<file path="config.mk">
export PLATFORM = sky130hd
export DESIGN_NAME = rf_top
export DESIGN_NICKNAME = d
export VERILOG_FILES = /design/src/hw/rf_pkg.sv /design/src/hw/rf_ctrl.sv /design/src/hw/rf_delay.sv /design/src/hw/rf_intg_check.sv /design/src/hw/rf_lockstep.sv /design/src/hw/rf_regs.sv /design/src/hw/rf_top.sv
export SDC_FILE = /design/constraint.sdc
export NUM_CORES = 2
export LEC_CHECK = 0
export ABC_AREA = 1
export CAP_MARGIN = 10
export CORE_ASPECT_RATIO = 1.25
export CORE_MARGIN = 5
export CORE_UTILIZATION = 65
export DETAILED_ROUTE_END_ITERATION = 16
export DONT_BUFFER_PORTS = 1
export PLACE_DENSITY_LB_ADDON = 0.1
export SYNTH_ARGS = -nofsm -noshare
export SYNTH_HDL_FRONTEND = slang
export SYNTH_HIERARCHICAL = 1
export SYNTH_SLANG_ARGS = --single-unit
</file>
<file path="constraint.sdc">
create_clock -name clk_i -period 3.4 [get_ports clk_i]
set_input_delay 0.68 -clock clk_i [delete_from_list [all_inputs] [get_ports clk_i]]
set_output_delay 0.68 -clock clk_i [all_outputs]
set_load 0.02 [all_outputs]
</file>
<file path="src/hw/rf_pkg.sv">
//////////////////////////////
// Shared widths and bundle types for the register file
// Check bits are inverted parity, so a zero word carries intg 7f
//////////////////////////////
package rf_pkg;

  localparam int unsigned DataWidth = 32;
  localparam int unsigned IntgWidth = 7;
  localparam int unsigned AddrWidth = 5;

  localparam int unsigned NumRegsDefault        = 16;
  localparam int unsigned LockstepOffsetDefault = 2;

  typedef struct packed {
    logic [DataWidth-1:0] data;
    logic [IntgWidth-1:0] intg;
  } rf_word_t;

  localparam rf_word_t WordZero = '{data: 32'h0, intg: 7'h7f};

  // Everything the control and register file see
  typedef struct packed {
    logic                 enable;
    logic                 req;
    logic                 we;
    logic                 wake;
    logic                 intg_ok;
    logic [AddrWidth-1:0] addr;
    rf_word_t             wword;
  } core_in_t;

  // Everything they produce
  typedef struct packed {
    logic     gnt;
    logic     rvalid;
    logic     err;
    logic     alert_minor;
    logic     sleep;
    rf_word_t rword;
  } core_out_t;

endpackage

</file>
<file path="src/hw/rf_ctrl.sv">
//////////////////////////////
// Request handshake, no wait states and no back-pressure
// Response flags follow each grant by exactly one cycle
//////////////////////////////
`timescale 1ns/1ps

module rf_ctrl import rf_pkg::*; #(
  parameter int unsigned NumRegs = NumRegsDefault
) (
  input  logic                 clk_i,
  input  logic                 rst_ni,
  input  logic                 enable_i,
  input  logic                 wake_i,
  input  logic                 req_i,
  input  logic                 we_i,
  input  logic [AddrWidth-1:0] addr_i,
  input  logic                 intg_ok_i,
  output logic                 gnt_o,
  output logic                 rvalid_o,
  output logic                 err_o,
  output logic                 alert_minor_o,
  output logic                 sleep_o,
  output logic                 rf_we_o,
  output logic                 rf_re_o,
  output logic [AddrWidth-1:0] rf_addr_o
);

  localparam logic [AddrWidth:0] NumRegsVal = (AddrWidth + 1)'(NumRegs);

  logic gnt;
  logic in_range;
  logic intg_fail;
  logic rvalid_q, err_q, alert_minor_q;

  assign gnt       = req_i & enable_i;
  assign in_range  = ({1'b0, addr_i} < NumRegsVal);
  assign intg_fail = we_i & ~intg_ok_i;

  // Writes to x0 are accepted but never reach the array
  assign rf_we_o   = gnt & we_i & in_range & intg_ok_i & (addr_i != '0);
  assign rf_re_o   = gnt & ~we_i & in_range;
  assign rf_addr_o = addr_i;

  //////////////////////////////
  // Response
  //////////////////////////////

  always_ff @(posedge clk_i or negedge rst_ni) begin
    if (!rst_ni) begin
      rvalid_q      <= 1'b0;
      err_q         <= 1'b0;
      alert_minor_q <= 1'b0;
    end else begin
      rvalid_q      <= gnt;
      err_q         <= gnt & (~in_range | intg_fail);
      alert_minor_q <= gnt & intg_fail;
    end
  end

  assign gnt_o         = gnt;
  assign rvalid_o      = rvalid_q;
  assign err_o         = err_q;
  assign alert_minor_o = alert_minor_q;

  // Idle when nothing is in flight or asked for
  assign sleep_o = ~rvalid_q & ~req_i & ~wake_i;

endmodule

</file>
<file path="src/hw/rf_delay.sv">
//////////////////////////////
// Shift chain of Depth stages, clears to zero on reset
// Depth must be 1 or more
//////////////////////////////
`timescale 1ns/1ps

module rf_delay #(
  parameter type         payload_t = logic,
  parameter int unsigned Depth     = 1
) (
  input  logic     clk_i,
  input  logic     rst_ni,
  input  payload_t data_i,
  output payload_t data_o
);

  payload_t stage_q [Depth];

  always_ff @(posedge clk_i or negedge rst_ni) begin
    if (!rst_ni) begin
      for (int i = 0; i < Depth; i++) begin
        stage_q[i] <= '0;
      end
    end else begin
      stage_q[0] <= data_i;
      for (int i = 1; i < Depth; i++) begin
        stage_q[i] <= stage_q[i-1];
      end
    end
  end

  assign data_o = stage_q[Depth-1];

endmodule

</file>
<file path="src/hw/rf_intg_check.sv">
//////////////////////////////
// Combinational check of a write word
// Check bit k covers data bits with index mod 7 equal to k
//////////////////////////////
`timescale 1ns/1ps

module rf_intg_check import rf_pkg::*; (
  input  rf_word_t wword_i,
  output logic     intg_ok_o
);

  logic [IntgWidth-1:0] intg_calc;

  // Start from all ones so each bit ends up as inverted parity
  always_comb begin
    intg_calc = '1;
    for (int i = 0; i < DataWidth; i++) begin
      intg_calc[i % IntgWidth] = intg_calc[i % IntgWidth] ^ wword_i.data[i];
    end
  end

  assign intg_ok_o = (intg_calc == wword_i.intg);

endmodule

</file>
<file path="src/hw/rf_lockstep.sv">
//////////////////////////////
// Shadow control and register file, LockstepOffset cycles behind
// Any output difference raises alert_major_o a cycle later
//////////////////////////////
`timescale 1ns/1ps

module rf_lockstep import rf_pkg::*; #(
  parameter int unsigned NumRegs        = NumRegsDefault,
  parameter int unsigned LockstepOffset = LockstepOffsetDefault
) (
  input  logic      clk_i,
  input  logic      rst_ni,
  input  core_in_t  core_in_i,
  input  core_out_t core_out_i,
  output logic      alert_major_o
);

  localparam int unsigned      CntWidth = $clog2(LockstepOffset + 1);
  localparam logic [CntWidth-1:0] WarmDone = CntWidth'(LockstepOffset);

  core_in_t            shadow_in;
  core_out_t           main_out_dly;
  core_out_t           shadow_out;
  logic                shadow_we, shadow_re;
  logic [AddrWidth-1:0] shadow_addr;
  logic [CntWidth-1:0] warm_q;
  logic                compare_en;
  logic                alert_major_q;

  rf_delay #(
    .payload_t(core_in_t),
    .Depth    (LockstepOffset)
  ) u_delay_in (
    .clk_i,
    .rst_ni,
    .data_i(core_in_i),
    .data_o(shadow_in)
  );

  rf_delay #(
    .payload_t(core_out_t),
    .Depth    (LockstepOffset)
  ) u_delay_out (
    .clk_i,
    .rst_ni,
    .data_i(core_out_i),
    .data_o(main_out_dly)
  );

  //////////////////////////////
  // Shadow copy
  //////////////////////////////

  rf_ctrl #(
    .NumRegs(NumRegs)
  ) u_shadow_ctrl (
    .clk_i,
    .rst_ni,
    .enable_i     (shadow_in.enable),
    .wake_i       (shadow_in.wake),
    .req_i        (shadow_in.req),
    .we_i         (shadow_in.we),
    .addr_i       (shadow_in.addr),
    .intg_ok_i    (shadow_in.intg_ok),
    .gnt_o        (shadow_out.gnt),
    .rvalid_o     (shadow_out.rvalid),
    .err_o        (shadow_out.err),
    .alert_minor_o(shadow_out.alert_minor),
    .sleep_o      (shadow_out.sleep),
    .rf_we_o      (shadow_we),
    .rf_re_o      (shadow_re),
    .rf_addr_o    (shadow_addr)
  );

  rf_regs #(
    .NumRegs(NumRegs)
  ) u_shadow_regs (
    .clk_i,
    .rst_ni,
    .we_i   (shadow_we),
    .re_i   (shadow_re),
    .addr_i (shadow_addr),
    .wword_i(shadow_in.wword),
    .rword_o(shadow_out.rword)
  );

  //////////////////////////////
  // Compare
  //////////////////////////////

  // Delayed main outputs are reset zeros until the chain has filled
  always_ff @(posedge clk_i or negedge rst_ni) begin
    if (!rst_ni) begin
      warm_q <= '0;
    end else if (warm_q != WarmDone) begin
      warm_q <= warm_q + 1'b1;
    end
  end

  assign compare_en = (warm_q == WarmDone);

  always_ff @(posedge clk_i or negedge rst_ni) begin
    if (!rst_ni) begin
      alert_major_q <= 1'b0;
    end else begin
      alert_major_q <= compare_en & (shadow_out != main_out_dly);
    end
  end

  assign alert_major_o = alert_major_q;

endmodule

</file>
<file path="src/hw/rf_regs.sv">
//////////////////////////////
// Flip-flop register file, one write and one registered read
// x0 is fixed at the zero word and ignores writes
//////////////////////////////
`timescale 1ns/1ps

module rf_regs import rf_pkg::*; #(
  parameter int unsigned NumRegs = NumRegsDefault
) (
  input  logic                 clk_i,
  input  logic                 rst_ni,
  input  logic                 we_i,
  input  logic                 re_i,
  input  logic [AddrWidth-1:0] addr_i,
  input  rf_word_t             wword_i,
  output rf_word_t             rword_o
);

  localparam int unsigned IdxWidth = $clog2(NumRegs);

  logic [IdxWidth-1:0] idx;
  rf_word_t            regs [NumRegs];
  rf_word_t            rword_q;

  assign idx     = addr_i[IdxWidth-1:0];
  assign regs[0] = WordZero;

  for (genvar i = 1; i < NumRegs; i++) begin : gen_reg
    always_ff @(posedge clk_i or negedge rst_ni) begin
      if (!rst_ni) begin
        regs[i] <= WordZero;
      end else if (we_i && (idx == IdxWidth'(i))) begin
        regs[i] <= wword_i;
      end
    end
  end

  // Read port, the zero word unless a read is issued
  always_ff @(posedge clk_i or negedge rst_ni) begin
    if (!rst_ni) begin
      rword_q <= WordZero;
    end else begin
      rword_q <= re_i ? regs[idx] : WordZero;
    end
  end

  assign rword_o = rword_q;

endmodule

</file>
<file path="src/hw/rf_top.sv">
//////////////////////////////
// Register file with integrity check and lockstep shadow
// Host must accept every response, sleep_o does not gate the clock
//////////////////////////////
`timescale 1ns/1ps

module rf_top import rf_pkg::*; #(
  parameter int unsigned NumRegs        = NumRegsDefault,
  parameter int unsigned LockstepOffset = LockstepOffsetDefault
) (
  input  logic                 clk_i,
  input  logic                 rst_ni,
  input  logic                 enable_i,
  input  logic                 wake_i,
  input  logic                 req_i,
  input  logic                 we_i,
  input  logic [AddrWidth-1:0] addr_i,
  input  logic [DataWidth-1:0] wdata_i,
  input  logic [IntgWidth-1:0] wdata_intg_i,
  output logic                 gnt_o,
  output logic                 rvalid_o,
  output logic                 err_o,
  output logic [DataWidth-1:0] rdata_o,
  output logic [IntgWidth-1:0] rdata_intg_o,
  output logic                 alert_minor_o,
  output logic                 alert_major_o,
  output logic                 sleep_o
);

  rf_word_t             wword, rword;
  logic                 intg_ok;
  logic                 rf_we, rf_re;
  logic [AddrWidth-1:0] rf_addr;
  core_in_t             core_in;
  core_out_t            core_out;

  assign wword = '{data: wdata_i, intg: wdata_intg_i};

  rf_intg_check u_intg_check (
    .wword_i  (wword),
    .intg_ok_o(intg_ok)
  );

  rf_ctrl #(
    .NumRegs(NumRegs)
  ) u_ctrl (
    .clk_i,
    .rst_ni,
    .enable_i,
    .wake_i,
    .req_i,
    .we_i,
    .addr_i,
    .intg_ok_i(intg_ok),
    .gnt_o,
    .rvalid_o,
    .err_o,
    .alert_minor_o,
    .sleep_o,
    .rf_we_o  (rf_we),
    .rf_re_o  (rf_re),
    .rf_addr_o(rf_addr)
  );

  rf_regs #(
    .NumRegs(NumRegs)
  ) u_regs (
    .clk_i,
    .rst_ni,
    .we_i   (rf_we),
    .re_i   (rf_re),
    .addr_i (rf_addr),
    .wword_i(wword),
    .rword_o(rword)
  );

  assign rdata_o      = rword.data;
  assign rdata_intg_o = rword.intg;

  // Lockstep bundles
  assign core_in = '{
    enable:  enable_i,
    req:     req_i,
    we:      we_i,
    wake:    wake_i,
    intg_ok: intg_ok,
    addr:    addr_i,
    wword:   wword
  };

  assign core_out = '{
    gnt:         gnt_o,
    rvalid:      rvalid_o,
    err:         err_o,
    alert_minor: alert_minor_o,
    sleep:       sleep_o,
    rword:       rword
  };

  rf_lockstep #(
    .NumRegs       (NumRegs),
    .LockstepOffset(LockstepOffset)
  ) u_lockstep (
    .clk_i,
    .rst_ni,
    .core_in_i    (core_in),
    .core_out_i   (core_out),
    .alert_major_o
  );

endmodule
</file>
Yosys cells after proc, flatten, opt, wreduce, memory -nomap -nowiden
Index checks and enable logic that the tools add are counted.

cells by class
  reduce and logical (&&, ||, !) cells = 32
  muxes and demuxes = 8
  magnitude comparators = 4
  eq/ne operators = 34
  bitwise gates (word level) = 73
  add/sub/neg operators = 1

operators with widths
  kind                   number
  $bmux W39 S4           2
  $mux W39               6
  $eq A4 B4 Y1 const B   16
  $ne A44 B44 Y1         1
  $eq A4 B3 Y1 const B   8
  $logic_and A1 B1 Y1    30
  $and A1 B1 Y1          25
  $xor A1 B1 Y1          25
  $not A1 Y1             19
  $eq A4 B2 Y1 const B   4
  $ge A5 B5 Y1 const B   2
  $lt A5 B5 Y1 const B   2
  $not A4 Y5             2
  $reduce_bool A5 Y1     2
  $eq A4 B1 Y1 const B   2
  $eq A7 B7 Y1           1
  $add A2 B1 Y2 const B  1
  $eq A2 B2 Y1 const B   1
  $ne A2 B2 Y1 const B   1
  $or A1 B1 Y1           2

word-level totals
  flip-flop bits (word level) = 1,441
  word-level logic and storage cells = 252
  output and inout port bits = 45

Logic depth before layout (Yosys ltp)
  word-level depth = 10
  gate-level depth with buffers = 21
  depth with buffers taken out = 19

Modules after synthesis
The synthesis kept the hierarchy.

modules (own cells, without submodules)
  module                             area an instance (um2)  cells an instance  instances
  rf_regs                            28,108.2                3,612              2
  rf_delay (u_lockstep.u_delay_in)   2,820.2                 147                1
  rf_delay (u_lockstep.u_delay_out)  2,532.4                 132                1
  rf_lockstep                        845.8                   170                1
  rf_intg_check                      583.1                   128                1
  rf_ctrl                            200.2                   29                 2

Worst setup path after synthesis
Ideal clock, no wire load.

  path kind = input -> register
  start point = in wdata_intg_i[3]
  end point = reg u_regs/regs[485] (netlist bit)
  data arrival time = 2.583 ns
  setup slack = 0.681 ns
  buffers on the path = 2
  stages on the path = 20
  library setup time = 0.136 ns
  data required time = 3.264 ns
  path through = inv_1 nand2_1 nand2_1 nand2_1 nand3_1 nand2_1 nor2_2 nand2_1 nor2_2 inv_1 nor2_1 nand2_1 nor2_1 inv_1 nor2_1 nand2_1 buf_2 buf_1 nand2_1 o21ai_0

on the way
  word-level cells in the longest chain between the ends = 4

ends and longest elaborated chain
  element                         RTL line             text
  start: declaration              rf_top.sv:19         input logic [IntgWidth-1:0] wdata_intg_i,
  $eq A7 B7 Y1                    rf_intg_check.sv:22  assign intg_ok_o = (intg_calc == wword_i.intg);
  net intg_ok                     rf_top.sv:31         logic intg_ok;
  $and A1 B1 Y1 (2 in series)     rf_ctrl.sv:40        assign rf_we_o = gnt & we_i & in_range & intg_ok_i & (addr_i != '0);
  net rf_we                       rf_top.sv:32         logic rf_we, rf_re;
  $logic_and A1 B1 Y1             rf_regs.sv:32        end else if (we_i && (idx == IdxWidth'(i))) begin
  end signal: indexed assignment  rf_regs.sv:31        regs[i] <= WordZero;
  end signal: indexed assignment  rf_regs.sv:33        regs[i] <= wword_i;
  end: declaration                rf_regs.sv:22        rf_word_t regs [NumRegs];

The timed path passes the listed nets, and every way through them passes these cells.
A chain may end at the register's enable or synchronous reset.

Worst setup path after layout
  start point = reg u_lockstep.u_delay_in.stage_q, in the netlist u_lockstep/u_delay_in/data_o[40]
  end point = reg u_lockstep/u_shadow_regs/regs[182] (netlist bit)

on the way
  word-level cells in the longest chain between the ends = 5
  elaborated cells on any way between the ends = 7

ends and longest elaborated chain
  element                           RTL line        text
  start: declaration                rf_delay.sv:17  payload_t stage_q [Depth];
  start signal: indexed assignment  rf_delay.sv:27  stage_q[i] <= stage_q[i-1];
  $lt A5 B5 Y1                      rf_ctrl.sv:36   assign in_range = ({1'b0, addr_i} < NumRegsVal);
  $and A1 B1 Y1 (3 in series)       rf_ctrl.sv:40
  $logic_and A1 B1 Y1 *             rf_regs.sv:32
  end signal: indexed assignment    rf_regs.sv:31
  end signal: indexed assignment    rf_regs.sv:33
  end: declaration                  rf_regs.sv:22

Mark *: on every way between the ends. The rest lies on a longest branch, timed or not.

==> run_results.csv <==
group,metric,value,unit
outcome,status,"completed",
clock_tree,clock_path_buffers,3,
setup_path,reg2reg_depth,5,
setup_path,critical_path.endpoint_type,"register",
route,drt-pass1-iter-count,6,
power,intPower,26700,uW
setup_path,cp_slowest_cell,"nand2_4",
floorplanning,dieArea,0.1039,mm^2
floorplanning,die_x,289.3,um
placed_design,dpl.hpwl,103.3,mm
setup_path,cp_max_fo,78,
placed_design,dp_worst_setup_slack,337.5,ps
clock_tree,cts_setup_buffers,0,
setup_path,critical_path.max_stage_delay,750,ps
setup_path,ff2ff_setup_slack,230,ps
timing,period_minus_slack,3169,ps
power,clkPwrFrac,45.3,%
floorplanning,core,0.09721,mm^2
floorplanning,dieHeight,359.1,um
setup_path,worstReg2RegEnd,"u_lockstep/u_shadow_regs/regs[182]$_DFFE_PN0P_",
floorplanning,initial_core_util,65.20,%
finish,layout-drive-gt1-share,8.663,%
timing,setup_ws,230.6,ps
clock_tree,cts_htree_levels,4,
power,power.leakage,0.03463,uW
route,wirelength,174.8,mm
power,p_sw,7850,uW
synth,synth_area,0.06338,mm^2
finish,nFillCells,7669,
placed_design,portBuffers,0,
global_route,grt_pass1_wl,275.3,mm
setup_path,critical_path.startpoint_type,"register",
timing,final_hold_viol_count,0,
finish,area_growth,9.015,%
setup_path,r2r_start,"u_lockstep/u_delay_in/data_o[40]$_DFF_PN0_",
placed_design,gp_congestion,0.8471,
route,detail_route.iter0.violations,5050,
setup_path,critPathLaunch,"u_lockstep/u_delay_in/data_o[40]$_DFF_PN0_",
placed_design,placedCellCount,8669,
synth,ys_warn_count,6,
timing,relSlewSlack,29.36,%
timing,min_period_over_period,93.22,%
power,swShare,22.72,%
finish,final_cells,8974,
clock_tree,cts.sinks,1443,
synth,synthCells,7857,
job,maxCapViolCount,0,
setup_path,cp-endpoint,"u_lockstep/u_shadow_regs/regs[182]$_DFFE_PN0P_",
setup_path,required,4030,ps
synth,synthesis.nets,7908,
power,p_seq_share,50.4,%
power,p_per_area,500.0,mW/mm^2
global_route,grt_pass1_vias,48850,
power,power_frac_comb,4.3,%
timing,worst_pin_slew,1060,ps
timing,skew,24.58,ps
setup_path,path_cells,"buf_4, nand2_1, nor2_1, nand2_4, o21ai_0",
timing,rsz0062_at_grt,"no",
setup_path,cp.arrival,3800,ps
min_path,worstHoldPathType,"input pin to register",
clock_tree,clkTransAtPathRegs,70,ps
route,drcViolationCount,0,
route,routedWlPerCell,19.48,um
clock_tree,cts-root-buf,"clkbuf_16",
setup_path,crit_type,"register to register",
power,ir_drop,488.8,uV
clock_tree,clk_latency,770,ps
timing,tns,0,ps
route,vias,50840,
timing,slew_viol_final,0,
timing,setup_viol,0,
global_route,grt_usage,33.84,%
clock_tree,cts_made_buffers,140,
clock_tree,cts_tree,"yes",
route,antenna_left,0,
timing,max_freq,315.5,MHz
timing,fin_hold_ws,55.90,ps
floorplanning,fp-row-count,128,
global_route,gr-total-overflow,0,
global_route,antenna_found_initial,6,
route,viasPerCell,5.665,
floorplanning,io_pins,95,
finish,nNetsFinal,7612,
synth,postSynthAreaPerCell,8.067,um^2
global_route,grt_max_degree,248,
-- flip-flops by register name, summed over array words and instances (netlist names), 2 cells and up --
register                          count
u_lockstep/u_delay_out/stage_q       44
u_lockstep/u_delay_out/data_o        44
u_lockstep/u_delay_in/stage_q        49
u_lockstep/u_shadow_regs/regs       585
u_lockstep/u_delay_in/data_o         49
u_lockstep/warm_q                     2
u_regs/regs                         585
u_regs/rword_o                       39
u_lockstep/u_shadow_regs/rword_o     39
-- worst min-delay path by stage --
| stage | start | to | slack (ps) | cells past startpoint |
|---|---|---|---|---|
| after floorplan | u_lockstep/u_delay_in/stage_q[49]$_DFF_PN0_ | u_lockstep/u_delay_in/data_o[0]$_DFF_PN0_ | 330 | 0 |
| after global placement | u_lockstep/u_delay_in/stage_q[51]$_DFF_PN0_ | u_lockstep/u_delay_in/data_o[2]$_DFF_PN0_ | 330 | 0 |
| after detailed placement | u_lockstep/u_delay_in/stage_q[50]$_DFF_PN0_ | u_lockstep/u_delay_in/data_o[1]$_DFF_PN0_ | 330 | 0 |
| after CTS | wdata_intg_i[1] | u_regs/regs[40]$_DFFE_PN1P_ | 8 | 2 |
| after global routing | wdata_intg_i[1] | u_regs/regs[40]$_DFFE_PN1P_ | 30 | 2 |
| final | wdata_intg_i[1] | u_regs/regs[40]$_DFFE_PN1P_ | 60 | 2 |
-- metrics by stage --
stage	power (uW)	cell area (um^2)	utilization [%]
6_report	34550	69100	71.08
5_1_grt	35600	69090	71.07
4_1_cts	34730	69050	71.03
3_5_place_dp	19120	63940	65.78
3_3_place_gp	19110	63940	65.78
2_1_floorplan	18450	63380	-
-- cells in the final DEF, fill, tap and decap left out, drive strengths merged --
cell and n:
nand2 3208, dfrtp 1219, nor2 832, o21ai 617, a21oi 599, nand3 238, inv 226, dfstp 224
clkbuf 211, buf 154, dlygate4sd3 49, xnor2 33, clkinv 16, nand4 14, diode 9, bufinv 7
clkinvlp 4, xor2 4, nand3b 4, nor3 4, or2 1, ha 1
-- power groups by stage --
stage	registers [uW]	logic, uW	clock network [uW]
after floorplan	17700	777	0
after global placement	17700	1390	0
after detailed placement	17700	1400	0
after CTS	17400	1480	15800
after global routing	17400	1620	16600
final	17400	1480	15600
-- repair_timing --
item                                   CTS  global route
endpoints found under the hold margin   99             0
gates resized for setup                  0             0
hold buffers                            49             0
-- layer usage --
metal,track usage (%),part of all wire [%],vias up
met5,0,0,-
met4,16.21,5.2,0
met3,5.948,7.2,455
met2,54.78,48,1974
met1,44.71,40,24480
li1,-,-,23930
-- critical path: cells and delay by family (launching register included) --
kind | cells | cell delay [ps]
simple gates | 3 | 1370
flops | 1 | 630
buf+inv | 1 | 490
compound gates | 1 | 470
-- area by class of cell --
cell class	count	area, um^2	area share, %
Clock buffer	211	4217	6.102
Multi-Input combinational cell	5555	23280	33.69
Inverter	218	833.3	1.206
Sequential cell	1443	36400	52.68
Timing Repair Buffer	203	2325	3.364
Clock inverter	35	396.6	0.5740
Tap cell	1300	1627	2.354
Antenna cell	9	22.52	0.03259
Power figures use the tool's default switching activity.
